[src/hw/degu_bus_pkg.sv]
// Degu load/store bus definitions

`default_nettype none

package degu_bus_pkg;

  //////////////////////////////////////////////////
  // widths and address map
  //////////////////////////////////////////////////

  // data and address width
  localparam int unsigned XLEN = 32;
  // bytes per word, and byte offset bits
  localparam int unsigned BLEN = XLEN/8;
  localparam int unsigned BLOG = $clog2(BLEN);

  // data memory word address width (4096 words, 16 KiB)
  localparam int unsigned MEM_ABW = 12;

  // peripheral window over data memory
  localparam int unsigned PER_SEL_BIT = 14;
  // UART window over GPIO, inside the peripheral window
  localparam int unsigned UART_SEL_BIT = 6;

  // GPIO pin count
  localparam int unsigned GPIO_W = 32;

  //////////////////////////////////////////////////
  // basic types
  //////////////////////////////////////////////////

  typedef logic [XLEN-1:0]    addr_t;
  typedef logic [XLEN-1:0]    data_t;
  typedef logic [BLEN-1:0]    ben_t;
  typedef logic [MEM_ABW-1:0] mem_adr_t;
  typedef logic [GPIO_W-1:0]  gpio_t;

  // GPIO register map, address bits 3:2
  typedef enum logic [1:0] {
    GPIO_OUT  = 2'd0,  // 0x0 output value
    GPIO_ENA  = 2'd1,  // 0x4 output enable
    GPIO_IN   = 2'd2,  // 0x8 synchronized input, read only
    GPIO_NONE = 2'd3   // 0xC unmapped, reads zero
  } gpio_reg_e;

  //////////////////////////////////////////////////
  // bus request and response
  //////////////////////////////////////////////////

  // request, driven by the manager with vld
  typedef struct packed {
    logic  wen;  // write enable
    addr_t adr;  // byte address
    ben_t  ben;  // byte enables
    data_t wdt;  // write data
  } bus_req_t;

  // response, valid after the segment's fixed delay
  typedef struct packed {
    data_t rdt;  // read data
    logic  err;  // error status
  } bus_rsp_t;

endpackage: degu_bus_pkg

`default_nettype wire

[src/hw/peripheral_bus.sv]
// Peripheral bus with request register

`default_nettype none
`timescale 1ns/1ps

module peripheral_bus
  import degu_bus_pkg::*;
(
  // system signals
  input  logic     clk,
  input  logic     rst_n,
  // upstream DLY=1 bus, from the demultiplexer
  input  logic     vld,
  input  bus_req_t req,
  output logic     rdy,
  output bus_rsp_t rsp,
  // GPIO controller, DLY=0
  output logic     gpio_vld,
  output bus_req_t gpio_req,
  input  data_t    gpio_rdt
);

  //////////////////////////////////////////////////
  // request register
  //////////////////////////////////////////////////

  // upstream handshake
  logic     transfer;
  // registered request, drives the DLY=0 side
  logic     vld_q;
  bus_req_t req_q;

  // DLY=0 targets are always ready
  // so the register can take a request every cycle
  assign rdy = 1'b1;

  assign transfer = vld & rdy;

  // valid flag, one cycle after each transfer
  always_ff @(posedge clk or negedge rst_n) begin
    if (!rst_n) begin
      vld_q <= 1'b0;
    end else begin
      vld_q <= transfer;
    end
  end

  // request payload
  always_ff @(posedge clk) begin
    if (transfer) begin
      req_q <= req;
    end
  end

  //////////////////////////////////////////////////
  // GPIO/UART window decode
  //////////////////////////////////////////////////

  // 1 selects the UART window
  logic uart_sel;

  assign uart_sel = req_q.adr[UART_SEL_BIT];

  // GPIO sees only its own window
  assign gpio_vld = vld_q & ~uart_sel;
  assign gpio_req = req_q;

  //////////////////////////////////////////////////
  // response
  //////////////////////////////////////////////////

  // combinational, valid in the cycle after the upstream transfer
  // missing UART answers with an error and zero data
  always_comb begin
    if (uart_sel) begin
      rsp.rdt = '0;
      rsp.err = 1'b1;
    end else begin
      rsp.rdt = gpio_rdt;
      rsp.err = 1'b0;
    end
  end

endmodule: peripheral_bus

`default_nettype wire

[config.mk]
export PLATFORM = sky130hd
export DESIGN_NAME = peripheral_bus
export DESIGN_NICKNAME = d
export VERILOG_FILES = /design/src/hw/degu_bus_pkg.sv /design/src/hw/peripheral_bus.sv
export SDC_FILE = /design/constraint.sdc
export NUM_CORES = 1
export LEC_CHECK = 0
export ABC_AREA = 1
export BUFFER_PORTS_ARGS = -buffer_cell sky130_fd_sc_hd__buf_2
export CORE_ASPECT_RATIO = 0.5
export CORE_UTILIZATION = 40
export CTS_CLUSTER_SIZE = 40
export DETAILED_ROUTE_END_ITERATION = 10
export GPL_ROUTABILITY_DRIVEN = 1
export PLACE_DENSITY = 0.8
export REMOVE_ABC_BUFFERS = 1
export SETUP_SLACK_MARGIN = 0.05
export SLEW_MARGIN = 10
export SYNTH_ARGS = -nofsm -noshare
export SYNTH_HDL_FRONTEND = slang
export SYNTH_SLANG_ARGS = --single-unit
[constraint.sdc]
create_clock -name clk -period 1.4 [get_ports clk]
set_input_delay 0.07 -clock clk [delete_from_list [all_inputs] [get_ports clk]]
set_output_delay 0.07 -clock clk [all_outputs]
set_load 0.02 [all_outputs]
==> impl_results.md <==
- Status: finished with violations
- Failing checks: design-rule violations
- CP Launch Type: flop
- Die Y: 56.9 um
- Peak VDD IR: 0.000995 V
- Antenna diodes: 0
- Cell Pwr Density: 1290 mW/mm^2
- Worst Setup SP: gpio_req[42]
- CP peak stage delay: 0.37 ns
- PortBufs: 206
- DRT antenna net count: 0
- Placer Congestion: 0.947
- 1st-pass router iterations: 8
- Mapped Cells: 143
- Max FO, Critical Path: 35
- Yosys top cell area share: 0.858
- Nets: 531
- Tcrit/Tclk final: 0.914
- Final wirelength: 8130 um
- Syn Area/Cell: 16.9 sq um
- Final Critical Period: 1.28 ns
- Ys Warns: 0
- Vias in the first global route: 2288
- Slowest library cell on the worst path: edfxtp_1
- DP Area: 0.00350 sq mm
- Ys async rst share: 0.0143
- Residual DRC count: 10
- Critical Path RT: 1.33 ns
- GRT overflow: 0
- Row count: 19
- Crit-path cells: buf_6 > nor2_1 > buf_4
- EDFF count, synth: 69
- Total core area: 0.00563 sq mm
- DP Wirelength: 4910 um
- Vias: 2219
- Seq/Total Area, Yosys: 0.869
- Top Ports: 208
- Clk Tree Root Cell: clkbuf_16
- CP Class: flop to output port
- Routed vias/inst: 4.39
- Clk sink count: 70
- WP buf/inv: 2
- Fraction of layout cells with a size suffix above 1: 0.521
- Main synth FF type: edfxtp_1
- Initial DRC count: 89
- Fin. max-slew vios: 0
- Synth top cells by count: 69 x edfxtp_1, 33 x inv_1, 31 x nor2_1
- Fin area: 0.00453 sq mm
- Area Growth Syn to Fin: 87.6%
- Delay-heaviest family, CP: flip-flops
- Crit. End Element: output port
- Antenna violations before repair: 0
- Hold Fails Final Rpt: 0
- CTS tree: done
- H-tree depth: 3
- Worst endpoint data arrival time: 1.21 ns
- Leak: 0.00222 uW
- Final Core Density: 0.803
- First-pass GRT wire length: 11800 um
- Total global-route track usage: 0.257
- Initial Utilization: 0.428
- Top cells by area, synth: edfxtp_1 86%, inv_1 5.1%, nor2_1 4.8%
- RSZ-0062 raised after global routing: no
- Largest area contributor in the netlist: edfxtp_1
- Most numerous cell in the Yosys netlist: edfxtp_1
- Largest net degree at the start of global routing: 40
- Fmax achieved: 0.781 GHz
- WL per Instance: 16.1 um
- Post-Syn Area: 0.00241 sq mm
- Die area: 0.00637 sq mm
- Hold WC Path Type: primary input to async pin
- Clk buf depth: 2
- Max-cap violations: 0
- Unique cell type count in the Yosys netlist: 8
- #FFs+latches synth: 70
- Finish-stage setup viols: 0
- Die X: 112 um
- Clk pin slew, worst setup/hold paths: 0.05 ns
- Cts bufs inserted: 9
-- kinds of logic after synthesis --
group,synth area share
flops,0.869
buf+inv,0.0762
simple gates,0.0534
other cells,0.00155
-- sequential cells by signal (all words and copies together), names as in the netlist --
register	cells
gpio_req	69
vld_q	1
-- area by class of cell --
class	instances	area [sq um]
inverters	33	124
clock buffers	11	233
fillers	342	1110
clock inverters	5	83.8
multi-input cells	34	133
repair buffers	279	1770
flip-flops and latches	70	2100
well taps	73	91.3
-- timing repair --
action                                  in CTS  in global routing
hold endpoints to repair                    70                  0
hold buffers                                70                  0
endpoints found under the setup margin       0                 23
resized for setup                            0                  4
buffers inserted                             0                  0
-- report_power, final --
group | internal (uW) | leakage, uW | switching [uW] | total (uW)
combinational | 405 | 0.00139 | 551 | 956
sequential | 2490 | 0.000687 | 48.8 | 2540
clock | 1560 | 0.000146 | 787 | 2350
-- placed cells by master (no fill, tap or decap) --
| master | count |
|---|---|
| bufinv_16 | 2 |
| nor2_1 | 31 |
| buf_2 | 203 |
| buf_4 | 5 |
| clkbuf_16 | 9 |
| conb_1 | 1 |
| clkbuf_1 | 2 |
| nor2_2 | 2 |
| buf_6 | 1 |
| dfrtp_1 | 1 |
| inv_1 | 33 |
| dlygate4sd3_1 | 70 |
| clkinvlp_4 | 2 |
| clkinv_4 | 1 |
| edfxtp_1 | 69 |
-- per-stage QoR --
stage	setup slack (ns)	hold slack, ns	total power [uW]	instances	TNS (ns)
finish	0.120	0.0600	5840	505	0
global route	0.0554	0.0572	6030	505	0
CTS	0.0586	0.0613	5850	505	0
detailed placement	0.397	-0.152	3350	419	0
global placement	0.385	-0.153	3340	419	0
floorplan	-0.0332	-0.226	2940	137	-1.03
-- final timing paths --
path | slack [ns] | depth (start not counted) | end
min in group clk | 0.23 | 2 | vld_q
min | 0.06 | 2 | vld_q
max in group asynchronous | 1.26 | 2 | vld_q
max | 0.12 | 3 | rsp[6]
-- per-layer routing --
metal / GRT usage / routed length (um) / up-vias
li1: - / - / 1031
met1: 0.270 / 3010 / 1056
met2: 0.486 / 4400 / 105
met3: 0.0724 / 464 / 27
met4: 0.122 / 251 / 0
met5: 0 / 0 / -
(Power assumes the default switching activity.)
