File: src/hw/degu_bus_pkg.sv
// Degu load/store bus definitions

`default_nettype none

package degu_bus_pkg;

  //////////////////////////////////////////////////
  // widths and address map
  //////////////////////////////////////////////////

  // data and address width
  localparam int unsigned XLEN = 32;
  // bytes per word, and byte offset bits
  localparam int unsigned BLEN = XLEN/8;
  localparam int unsigned BLOG = $clog2(BLEN);

  // data memory word address width (4096 words, 16 KiB)
  localparam int unsigned MEM_ABW = 12;

  // peripheral window over data memory
  localparam int unsigned PER_SEL_BIT = 14;
  // UART window over GPIO, inside the peripheral window
  localparam int unsigned UART_SEL_BIT = 6;

  // GPIO pin count
  localparam int unsigned GPIO_W = 32;

  //////////////////////////////////////////////////
  // basic types
  //////////////////////////////////////////////////

  typedef logic [XLEN-1:0]    addr_t;
  typedef logic [XLEN-1:0]    data_t;
  typedef logic [BLEN-1:0]    ben_t;
  typedef logic [MEM_ABW-1:0] mem_adr_t;
  typedef logic [GPIO_W-1:0]  gpio_t;

  // GPIO register map, address bits 3:2
  typedef enum logic [1:0] {
    GPIO_OUT  = 2'd0,  // 0x0 output value
    GPIO_ENA  = 2'd1,  // 0x4 output enable
    GPIO_IN   = 2'd2,  // 0x8 synchronized input, read only
    GPIO_NONE = 2'd3   // 0xC unmapped, reads zero
  } gpio_reg_e;

  //////////////////////////////////////////////////
  // bus request and response
  //////////////////////////////////////////////////

  // request, driven by the manager with vld
  typedef struct packed {
    logic  wen;  // write enable
    addr_t adr;  // byte address
    ben_t  ben;  // byte enables
    data_t wdt;  // write data
  } bus_req_t;

  // response, valid after the segment's fixed delay
  typedef struct packed {
    data_t rdt;  // read data
    logic  err;  // error status
  } bus_rsp_t;

endpackage: degu_bus_pkg

`default_nettype wire

File: src/hw/lsu_demux.sv
// Load/store bus demultiplexer

`default_nettype none
`timescale 1ns/1ps

module lsu_demux
  import degu_bus_pkg::*;
(
  // system signals
  input  logic     clk,
  input  logic     rst_n,
  // upstream, from the load/store port
  input  logic     vld,
  input  bus_req_t req,
  output logic     rdy,
  output bus_rsp_t rsp,
  // data memory side
  output logic     mem_vld,
  output bus_req_t mem_req,
  input  logic     mem_rdy,
  input  bus_rsp_t mem_rsp,
  // peripheral side
  output logic     per_vld,
  output bus_req_t per_req,
  input  logic     per_rdy,
  input  bus_rsp_t per_rsp
);

  //////////////////////////////////////////////////
  // request decode
  //////////////////////////////////////////////////

  // 1 selects the peripheral window
  logic sel;
  // target chosen at the last transfer
  logic sel_q;
  // handshake on the upstream port
  logic transfer;

  assign sel = req.adr[PER_SEL_BIT];

  // only the selected target sees vld
  assign mem_vld = vld & ~sel;
  assign per_vld = vld &  sel;

  // request payload goes to both targets
  assign mem_req = req;
  assign per_req = req;

  // ready comes back from the addressed target
  assign rdy = sel ? per_rdy : mem_rdy;

  assign transfer = vld & rdy;

  //////////////////////////////////////////////////
  // response routing
  //////////////////////////////////////////////////

  // remember the target for the DLY=1 response
  always_ff @(posedge clk or negedge rst_n) begin
    if (!rst_n) begin
      sel_q <= 1'b0;
    end else if (transfer) begin
      sel_q <= sel;
    end
  end

  // response cycle follows the transfer cycle
  // so sel_q already holds the matching target
  assign rsp = sel_q ? per_rsp : mem_rsp;

endmodule: lsu_demux

`default_nettype wire

File: config.mk
export PLATFORM = sky130hd
export DESIGN_NAME = lsu_demux
export DESIGN_NICKNAME = d
export VERILOG_FILES = /design/src/hw/degu_bus_pkg.sv /design/src/hw/lsu_demux.sv
export SDC_FILE = /design/constraint.sdc
export NUM_CORES = 1
export LEC_CHECK = 0
export BUFFER_PORTS_ARGS = -buffer_cell sky130_fd_sc_hd__buf_2
export CORE_AREA = 5 5 118 120
export DETAILED_ROUTE_END_ITERATION = 10
export DIE_AREA = 0 0 123 125
export PLACE_DENSITY = 0.53
export SLEW_MARGIN = 5
export SYNTH_ARGS = -nofsm -noshare
export SYNTH_HDL_FRONTEND = slang
export SYNTH_SLANG_ARGS = --single-unit
File: constraint.sdc
create_clock -name clk -period 2.7 [get_ports clk]
set_clock_uncertainty 0.15 [all_clocks]
set_input_delay 0.81 -clock clk [delete_from_list [all_inputs] [get_ports clk]]
set_output_delay 0.81 -clock clk [all_outputs]
set_load 0.02 [all_outputs]
==> impl_metrics.yaml <==
synthesis:
  ys_top_cells_by_area: "sky130_fd_sc_hd__buf_4 62%, sky130_fd_sc_hd__mux2_4 26%, sky130_fd_sc_hd__buf_12 3.6%, sky130_fd_sc_hd__mux2_2 3.4%, sky130_fd_sc_hd__dfrtp_1 1.5%"
  synth_enable_flop_cells: 0
  multiplexer_share_of_the_synthesized_area_pct: 29.7
  synth_simple_gate_area_share_pct: 0.981
  synth_top_cell_by_area: "sky130_fd_sc_hd__buf_4"
  post_synth_fa_ha_maj_area_fraction_pct: 0
  synth-compound-area-share_pct: 1.06
  synth_cells: 182
  synthesis.nets: 322
  ys_warns: 0
  post_synth_instance_area_um2: 1660
  ys_types: 11
  synth-seq-cells: 1
  synth-async-reset-ratio_pct: 100
  synthFlopType: "sky130_fd_sc_hd__dfrtp_1"
  synth-xor-area-share_pct: 0
  most_instantiated_library_cell_after_synthesis: "sky130_fd_sc_hd__buf_4"
  synth.yosys.seq_area_share_pct: 1.51
  most_instantiated_cells_after_synthesis: "138 x sky130_fd_sc_hd__buf_4, 29 x sky130_fd_sc_hd__mux2_4, 5 x sky130_fd_sc_hd__mux2_2"
  synth_top_family_by_area: "buffers and inverters"
  synth_area_per_cell_um2: 9.11
  synth_top_cell_area_share_pct: 62.5
pwr:
  p_leak_nw: 0.743
  power_density_nw_per_um2: 272
  irDropWorstVdd_mv: 0.170
sta:
  report.final.hold_viol_count: 0
  max_slew.worst_pin.slew_ns: 0.263
  final.setup.worst_slack_ns: 0.311
  totalNegativeSetupSlack_ns: 0
  rsz0062_at_grt: "no"
  min_period_over_period_pct: 88.5
  slew_headroom_pct: 82.4
  period_minus_slack_ns: 2.39
  final_max_slew_viol_count: 0
  setup_viol: 0
  timing.fmax_mhz: 419
job:
  drv_cap: 0
grt:
  overflow: 0
  gr-usage-all-layers_pct: 4.12
  initial_antenna_violation_count: 0
  grt_first_pass_wirelength_um: 5180
  pin_count_of_the_biggest_net_entering_global_routing: 36
  via_count_of_the_first_global_routing_pass: 968
floorplanning:
  die_area_um2: 15400
  initial_core_util_pct: 12.9
  die_w_um: 123
  die_height_um: 125
  placement_rows: 42
  core-area_um2: 12900
  ioPinCount: 314
setup_path:
  critical_path.max_fanout: 6
  rr_startpoint: "sel_q$_DFFE_PN0P_"
  critical_path_arrival_ns: 1.43
  regToRegSetupSlack_ns: 1.44
  rr_worst_depth: 3
  endpoint_kind: "output port"
  critPathLaunchType: "input port"
  critical_path.endpoint: "rdy"
  worst_reg2reg_path_endpoint: "sel_q$_DFFE_PN0P_"
  worstSetupStartpoint: "req[50]"
  cp.required_ns: 1.74
  worstSetupPathType: "input port to output port"
clock_network:
  cts-hold-fix-buffers: 0
  cts_repair_resize_count: 0
  cts_post_setup_buffers_inserted: 0
  worst_skew_pair.late_latency_ns: 0
  cts.reportedPaths.clkPinSlew_ns: 0
cells_and_area:
  area_delta_synth_final_pct: -19.3
  num_antenna_cells: 0
  max_flop_register: "sel_q"
  reg.largest.list: "sel_q x1"
  final_nets: 292
  finalNonFillerCells: 326
  largest_register_ffs: 1
  post_route_cells_drive_above_1_share_pct: 97.3
placed_design:
  dp_hpwl_um: 3440
  routabilityCongestion: 0.602
  io_buffer_count: 109
  dp_slack_ns: 0.316
  place_inst: 326
drt:
  antenna_violating_nets_post_route: 0
  drt_drc_violations_left: 0
  first_iter_violations: 22
  first_pass_iters: 2
  route.final.wire_length_um: 3890
  via_cell_ratio: 2.72
  dr_total_vias: 886
  routed_wire_length_per_instance_um: 11.9
worst_hold_path:
  timing.hold.worst.class: "input port to async pin"
run_status:
  run_status: "completed"
## per-stage QoR
step	power, mW	hold slack (ns)	util (%)	instance area, µm²
finish	0.364	0.439	10.4	1340
global route	0.390	0.447	10.4	1340
CTS	0.372	0.441	10.4	1340
detailed placement	0.371	0.441	10.4	1340
global placement	0.367	0.438	10.4	1340
floorplan	0.557	0.364	-	1660
## worst min path at each step
stage | to | slack (ns) | start
global placement | sel_q$_DFFE_PN0P_ | 0.44 | rst_n
floorplan | sel_q$_DFFE_PN0P_ | 0.36 | rst_n
finish | sel_q$_DFFE_PN0P_ | 0.44 | rst_n
detailed placement | sel_q$_DFFE_PN0P_ | 0.44 | rst_n
CTS | sel_q$_DFFE_PN0P_ | 0.44 | rst_n
global route | sel_q$_DFFE_PN0P_ | 0.45 | rst_n
## metal layers
metal,vias to the layer above,global-route usage (%),part of all wire (%)
li1,378,-,-
met3,30,2.12,22
met2,131,7.24,45
met4,0,2.02,4.1
met5,-,0,0
met1,347,3.91,29
## cells by family (layout without fill, tap and decap cells)
| logic type | after synthesis | in the layout |
|---|---|---|
| AOI/OAI and AO/OA | 2 | 2 |
| buffers and inverters | 142 | 110 |
| DFF | 1 | 1 |
| muxes | 34 | 34 |
| and+or+nand+nor | 3 | 3 |
## critical path, cell delays in order
cell                     delay (ns)
sky130_fd_sc_hd__buf_2         0.13
sky130_fd_sc_hd__mux2_2        0.33
sky130_fd_sc_hd__buf_2         0.16
## cell type report
type | instances | area (µm²)
timing repair buffer | 110 | 566
sequential | 1 | 26.3
multi-input combinational | 39 | 526
fill | 1478 | 11500
tap | 176 | 220
## report_power, final
part / total [mW] / internal [mW] / switching, mW
registers: 0.0188 / 0.0174 / 0.00142
clock network: 0 / 0 / 0
logic: 0.346 / 0.175 / 0.171
## placed cells by master (no fill, tap or decap), drive strengths merged
cell / n
mux2: 34
a21o: 1
buf: 110
nor2b: 1
and2: 1
a22o: 1
nand2: 1
dfrtp: 1
Note: power is estimated with default switching activity, not from simulation.
