**config.mk**
```make
export PLATFORM = sky130hd
export DESIGN_NAME = gpio_controller
export DESIGN_NICKNAME = d
export VERILOG_FILES = /design/src/hw/degu_bus_pkg.sv /design/src/hw/gpio_controller.sv
export SDC_FILE = /design/constraint.sdc
export NUM_CORES = 1
export LEC_CHECK = 0
export ABC_CLOCK_PERIOD_IN_PS = 1000
export BUFFER_PORTS_ARGS = -buffer_cell sky130_fd_sc_hd__buf_4
export CAP_MARGIN = 10
export CELL_PAD_IN_SITES_DETAIL_PLACEMENT = 0
export CELL_PAD_IN_SITES_GLOBAL_PLACEMENT = 1
export CORE_ASPECT_RATIO = 1.5
export CORE_MARGIN = 4
export CORE_UTILIZATION = 35
export CTS_BUF_LIST = sky130_fd_sc_hd__clkbuf_8
export DETAILED_ROUTE_END_ITERATION = 16
export PLACE_DENSITY_LB_ADDON = 0.1
export SKIP_LAST_GASP = 1
export SYNTH_ARGS = -nofsm -noshare
export SYNTH_HDL_FRONTEND = slang
export SYNTH_SLANG_ARGS = --single-unit
export TNS_END_PERCENT = 50
```
**constraint.sdc**
```tcl
create_clock -name clk -period 1 [get_ports clk]
set_input_delay 0.1 -clock clk [delete_from_list [all_inputs] [get_ports clk]]
set_output_delay 0.1 -clock clk [all_outputs]
set_load 0.01 [all_outputs]
```
**src/hw/degu_bus_pkg.sv**
```systemverilog
// Degu load/store bus definitions

`default_nettype none

package degu_bus_pkg;

  //////////////////////////////////////////////////
  // widths and address map
  //////////////////////////////////////////////////

  // data and address width
  localparam int unsigned XLEN = 32;
  // bytes per word, and byte offset bits
  localparam int unsigned BLEN = XLEN/8;
  localparam int unsigned BLOG = $clog2(BLEN);

  // data memory word address width (4096 words, 16 KiB)
  localparam int unsigned MEM_ABW = 12;

  // peripheral window over data memory
  localparam int unsigned PER_SEL_BIT = 14;
  // UART window over GPIO, inside the peripheral window
  localparam int unsigned UART_SEL_BIT = 6;

  // GPIO pin count
  localparam int unsigned GPIO_W = 32;

  //////////////////////////////////////////////////
  // basic types
  //////////////////////////////////////////////////

  typedef logic [XLEN-1:0]    addr_t;
  typedef logic [XLEN-1:0]    data_t;
  typedef logic [BLEN-1:0]    ben_t;
  typedef logic [MEM_ABW-1:0] mem_adr_t;
  typedef logic [GPIO_W-1:0]  gpio_t;

  // GPIO register map, address bits 3:2
  typedef enum logic [1:0] {
    GPIO_OUT  = 2'd0,  // 0x0 output value
    GPIO_ENA  = 2'd1,  // 0x4 output enable
    GPIO_IN   = 2'd2,  // 0x8 synchronized input, read only
    GPIO_NONE = 2'd3   // 0xC unmapped, reads zero
  } gpio_reg_e;

  //////////////////////////////////////////////////
  // bus request and response
  //////////////////////////////////////////////////

  // request, driven by the manager with vld
  typedef struct packed {
    logic  wen;  // write enable
    addr_t adr;  // byte address
    ben_t  ben;  // byte enables
    data_t wdt;  // write data
  } bus_req_t;

  // response, valid after the segment's fixed delay
  typedef struct packed {
    data_t rdt;  // read data
    logic  err;  // error status
  } bus_rsp_t;

endpackage: degu_bus_pkg

`default_nettype wire

```
**src/hw/gpio_controller.sv**
```systemverilog
// GPIO controller

`default_nettype none
`timescale 1ns/1ps

module gpio_controller
  import degu_bus_pkg::*;
(
  // system signals
  input  logic     clk,
  input  logic     rst_n,
  // DLY=0 bus
  input  logic     vld,
  input  bus_req_t req,
  output data_t    rdt,
  // GPIO pins
  output gpio_t    gpio_o,
  output gpio_t    gpio_e,
  input  gpio_t    gpio_i
);

  //////////////////////////////////////////////////
  // register select
  //////////////////////////////////////////////////

  // register addressed by bits 3:2
  gpio_reg_e sel;
  // write strobe
  logic      wen;

  assign sel = gpio_reg_e'(req.adr[3:2]);
  assign wen = vld & req.wen;

  // merge enabled bytes of wdt into a register value
  function automatic gpio_t byte_merge(gpio_t old, data_t wdt, ben_t ben);
    gpio_t val;
    val = old;
    for (int b = 0; b < BLEN; b++) begin
      if (ben[b]) val[8*b +: 8] = wdt[8*b +: 8];
    end
    return val;
  endfunction: byte_merge

  //////////////////////////////////////////////////
  // output and enable registers
  //////////////////////////////////////////////////

  always_ff @(posedge clk or negedge rst_n) begin
    if (!rst_n) begin
      gpio_o <= '0;
      gpio_e <= '0;
    end else if (wen) begin
      case (sel)
        GPIO_OUT: gpio_o <= byte_merge(gpio_o, req.wdt, req.ben);
        GPIO_ENA: gpio_e <= byte_merge(gpio_e, req.wdt, req.ben);
        // input and unmapped slots are read only
        default: ;
      endcase
    end
  end

  //////////////////////////////////////////////////
  // input synchronizer
  //////////////////////////////////////////////////

  // two flops for the asynchronous pins
  gpio_t gpio_s1;
  gpio_t gpio_s2;

  always_ff @(posedge clk or negedge rst_n) begin
    if (!rst_n) begin
      gpio_s1 <= '0;
      gpio_s2 <= '0;
    end else begin
      gpio_s1 <= gpio_i;
      gpio_s2 <= gpio_s1;
    end
  end

  // read mux in the cycle of the request
  always_comb begin
    case (sel)
      GPIO_OUT:  rdt = gpio_o;
      GPIO_ENA:  rdt = gpio_e;
      GPIO_IN:   rdt = gpio_s2;
      // unmapped slot reads zero
      default:   rdt = '0;
    endcase
  end

endmodule: gpio_controller

`default_nettype wire

```
==> run summary <==
The flow ran to the end, but the final reports show violations. The final reports fail on setup timing. Among all flip-flop cells after synthesis, the most frequent one is sky130_fd_sc_hd__dfrtp_1. Timing analysis after detailed placement gives a worst setup slack of -0.279 ns. The sum of routed wire length over all layers came out at between 10 and 15 mm. The final design utilization came out at 0.644.

In the final design database the tool counted 761 nets. The depth of the CTS H-tree came out at 4. The share of flip-flops with an asynchronous set or reset is 1.00. The post-synthesis sequential element count is 128. The minimum clock period is ~1.3 ns. The cell area after technology mapping is 4730 sq um.

The number of nets in the synthesized netlist is between 400 and 500. Of the post-synthesis cell area, the dominant cell type holds 0.678. Clock tree synthesis inserted a total of 17 buffers.

The layout overhead on the synthesized area came out at 78.1%. The height of the die is 150 microns. The commonest cells after synthesis are sky130_fd_sc_hd__dfrtp_1 (128), sky130_fd_sc_hd__mux2_2 (64), sky130_fd_sc_hd__mux2i_1 (32), sky130_fd_sc_hd__nand2_1 (32), sky130_fd_sc_hd__o21ai_0 (27). The placed standard-cell area is 6650 sq um. The total number of vias came out at around 3,700. The clock latency of the later-clocked register in the worst-skew pair came out at 0.42 ns. The clock passes through at most 2 buffers. The total routing resource utilization after global routing came out at 0.175.

Once layout is done, the placed cells without fillers occupy between 8000 and 9000 sq um. The most common cell in the netlist is sky130_fd_sc_hd__dfrtp_1. Setup repair after global routing could not meet its margin everywhere. The number of diodes added for antenna fixing is 0. The root buffer cell chosen for the clock tree is sky130_fd_sc_hd__clkbuf_8.

The relative slew slack is 0.812. The clock-pin slew on the worst setup and hold paths came out at approximately 0.080 ns. The count of input and output buffers came out at between 150 and 200.

The worst setup margin is -0.329 ns. The type of the most critical hold path is input port to async pin. For the worst setup path, the data required time is 0.90 ns. The power per cell area is around 1900 nW/um^2.

The total I/O pin count is 200. The number of cells in the finished layout apart from fillers is approximately 830. The global-route wire length before repair came out at around 20 mm. Dividing the final minimum period by the clock period gives 1.33. The final number of hold-violating endpoints is 0. After detailed routing, the average wire length per cell comes to approximately 16 microns.

The maximum clock frequency is between 700 and 800 MHz. Across the run, the number of max-cap violations was 0. In this run the worst setup path begins at gpio_o[11]. The number of antenna-violating nets in the routed design came out at 0.

For this run, the register share of the synthesized area comes to 0.678. The netlist uses 16 different library cells. The largest net degree at the start of global routing is slightly below 50. The total core area is roughly 13,000 sq um.

The launching point of the worst reg2reg path is gpio_o[26]. The most area-hungry cell type in the Yosys netlist is sky130_fd_sc_hd__dfrtp_1. For met1 alone, demand over resource in global routing was 0.216. The via count of the first global-routing pass was 4,099. The initial antenna violation count is 0. The total grt overflow came out at 0.

The number of synthesized flops with an enable pin is 0. Averaged over all synthesized cells, the footprint is about 15 sq um. The global routing met2 resource utilization came out at 0.294. In the post-synthesis netlist, the biggest area contributors are sky130_fd_sc_hd__dfrtp_1 (68%), sky130_fd_sc_hd__mux2_2 (15%), sky130_fd_sc_hd__mux2i_1 (6.8%). Of the cells placed in the final design, the portion with a size suffix greater than 1 is 0.568. The congestion estimate from routability-driven global placement came to roughly 0.77. Detailed placement finished with a half-perimeter wire length of between 8 and 9 mm. The number of warning messages in the yosys log came out at 0. Summed over all cells, the static leakage comes to about 0.0041 uW. The number of DRC markers after the initial detailed-route iteration is ~70. Of all nets on the critical path, the largest fanout is 2. Before antenna repair, the detailed router went through 4 iterations.

The number of pins with negative max-slew slack in the final report came out at 0. The startpoint type of the worst setup path is a register. In the routed design, unresolved DRC markers number 0. The arrival time at the worst endpoint came out at roughly 1.2 ns.

The depth of the worst register-to-register path is 4. The row count came out at 51. The starting utilization of the core area came out at 0.361. The worst-case vdd ir drop came out at a little over 1 mV. The met3 demand-to-capacity share in global routing came out at 0.0436. The number of instances in the placed design is ~660.

For the pin with the worst max-slew slack, the measured transition is 0.282 ns. The die boundary width came out at roughly 100 microns. The maximum clock skew at final layout is a little under 0.005 ns. The worst setup path is of the register to primary output kind. The kind of capture point of the worst setup path is a primary output. The instance count of the mapped netlist came out at ~320. The post-detailed-route via-to-cell ratio is roughly 4.5. The die area came out at between 15,000 and 20,000 sq um. After global routing, the most crowded layer is met2. The total design power came out at 16,000 uW. The final setup violation count is between 100 and 150. TritonCTS built the clock tree. The number of clock sinks came out at 128.
==> critical path, stage by stage, from the launching register on <==
cell and delay, ns:
sky130_fd_sc_hd__dfrtp_1 0.40, sky130_fd_sc_hd__mux2i_2 0.18, sky130_fd_sc_hd__o21ai_1 0.09, sky130_fd_sc_hd__buf_4 0.14
==> cell families (layout without fill, tap and decap cells) <==
group,Yosys count,after routing,synth area share
buf+inv,13,367,0.0148
flops,128,128,0.678
compound gates,32,32,0.0339
mux,96,96,0.220
simple gates,46,46,0.0535
==> what timing repair did <==
action	4_1_cts	5_1_grt
hold buffers	65	0
buffers inserted	60	11
gates cloned	0	0
hold endpoints to repair	224	0
endpoints found under the setup margin	96	101
resized for setup	48	27
==> final timing paths <==
kind,end,slack [ns]
max in group asynchronous,gpio_e[11],0.39
hold reg to reg,gpio_s2[29],0.34
min in group clk,gpio_e[16],0.24
hold / removal,gpio_e[29],0.08
setup reg to reg,gpio_o[26],-0.13
setup / recovery,rdt[11],-0.33
==> layer usage <==
metal  routed length (microns)  share of wire
met1                      5350           0.41
met2                      6730           0.51
met3                       811          0.062
met4                       202          0.015
met5                         0              0
==> state kept, by name (all words and copies together) (netlist names) <==
| register | cells |
|---|---|
| gpio_e | 32 |
| gpio_s1 | 32 |
| gpio_o | 32 |
| gpio_s2 | 32 |
==> cell type report <==
type | instances | area (sq um)
Clock buffer | 18 | 248
Sequential cell | 128 | 3200
Multi-Input combinational cell | 174 | 1610
Fill cell | 1022 | 4660
Clock inverter | 13 | 164
Timing Repair Buffer | 336 | 3000
Tap cell | 159 | 199
==> where the power goes <==
part | total (uW) | switching [uW] | internal, uW
clock network | 4550 | 2020 | 2530
registers | 6320 | 409 | 5910
logic | 5170 | 1890 | 3280
total | 16000 | 4320 | 11700
==> metrics by stage <==
step	hold slack, ns	setup TNS (ns)
floorplan	-0.196	-2.30
global route	0.0727	-27.92
finish	0.0767	-20.66
detailed placement	-0.0154	-19.06
global placement	-0.0174	-17.92
CTS	0.0375	-24.02
==> cells in the final DEF, fill, tap and decap left out <==
cell type and instances:
sky130_fd_sc_hd__buf_12 11, sky130_fd_sc_hd__buf_4 213, sky130_fd_sc_hd__buf_6 47, sky130_fd_sc_hd__bufinv_16 3, sky130_fd_sc_hd__clkbuf_8 18, sky130_fd_sc_hd__clkinv_2 1, sky130_fd_sc_hd__clkinv_4 2, sky130_fd_sc_hd__clkinvlp_4 4
sky130_fd_sc_hd__dfrtp_1 128, sky130_fd_sc_hd__dlygate4sd3_1 65, sky130_fd_sc_hd__inv_1 1, sky130_fd_sc_hd__inv_6 2, sky130_fd_sc_hd__mux2_2 42, sky130_fd_sc_hd__mux2_4 22, sky130_fd_sc_hd__mux2i_1 31, sky130_fd_sc_hd__mux2i_2 1
sky130_fd_sc_hd__nand2_1 32, sky130_fd_sc_hd__nand2b_4 1, sky130_fd_sc_hd__nand3_2 1, sky130_fd_sc_hd__nand3_4 3, sky130_fd_sc_hd__nor2_4 4, sky130_fd_sc_hd__nor2b_4 1, sky130_fd_sc_hd__nor3_4 4, sky130_fd_sc_hd__o21ai_0 1
sky130_fd_sc_hd__o21ai_1 31
Note: power is estimated with default switching activity, not from simulation.
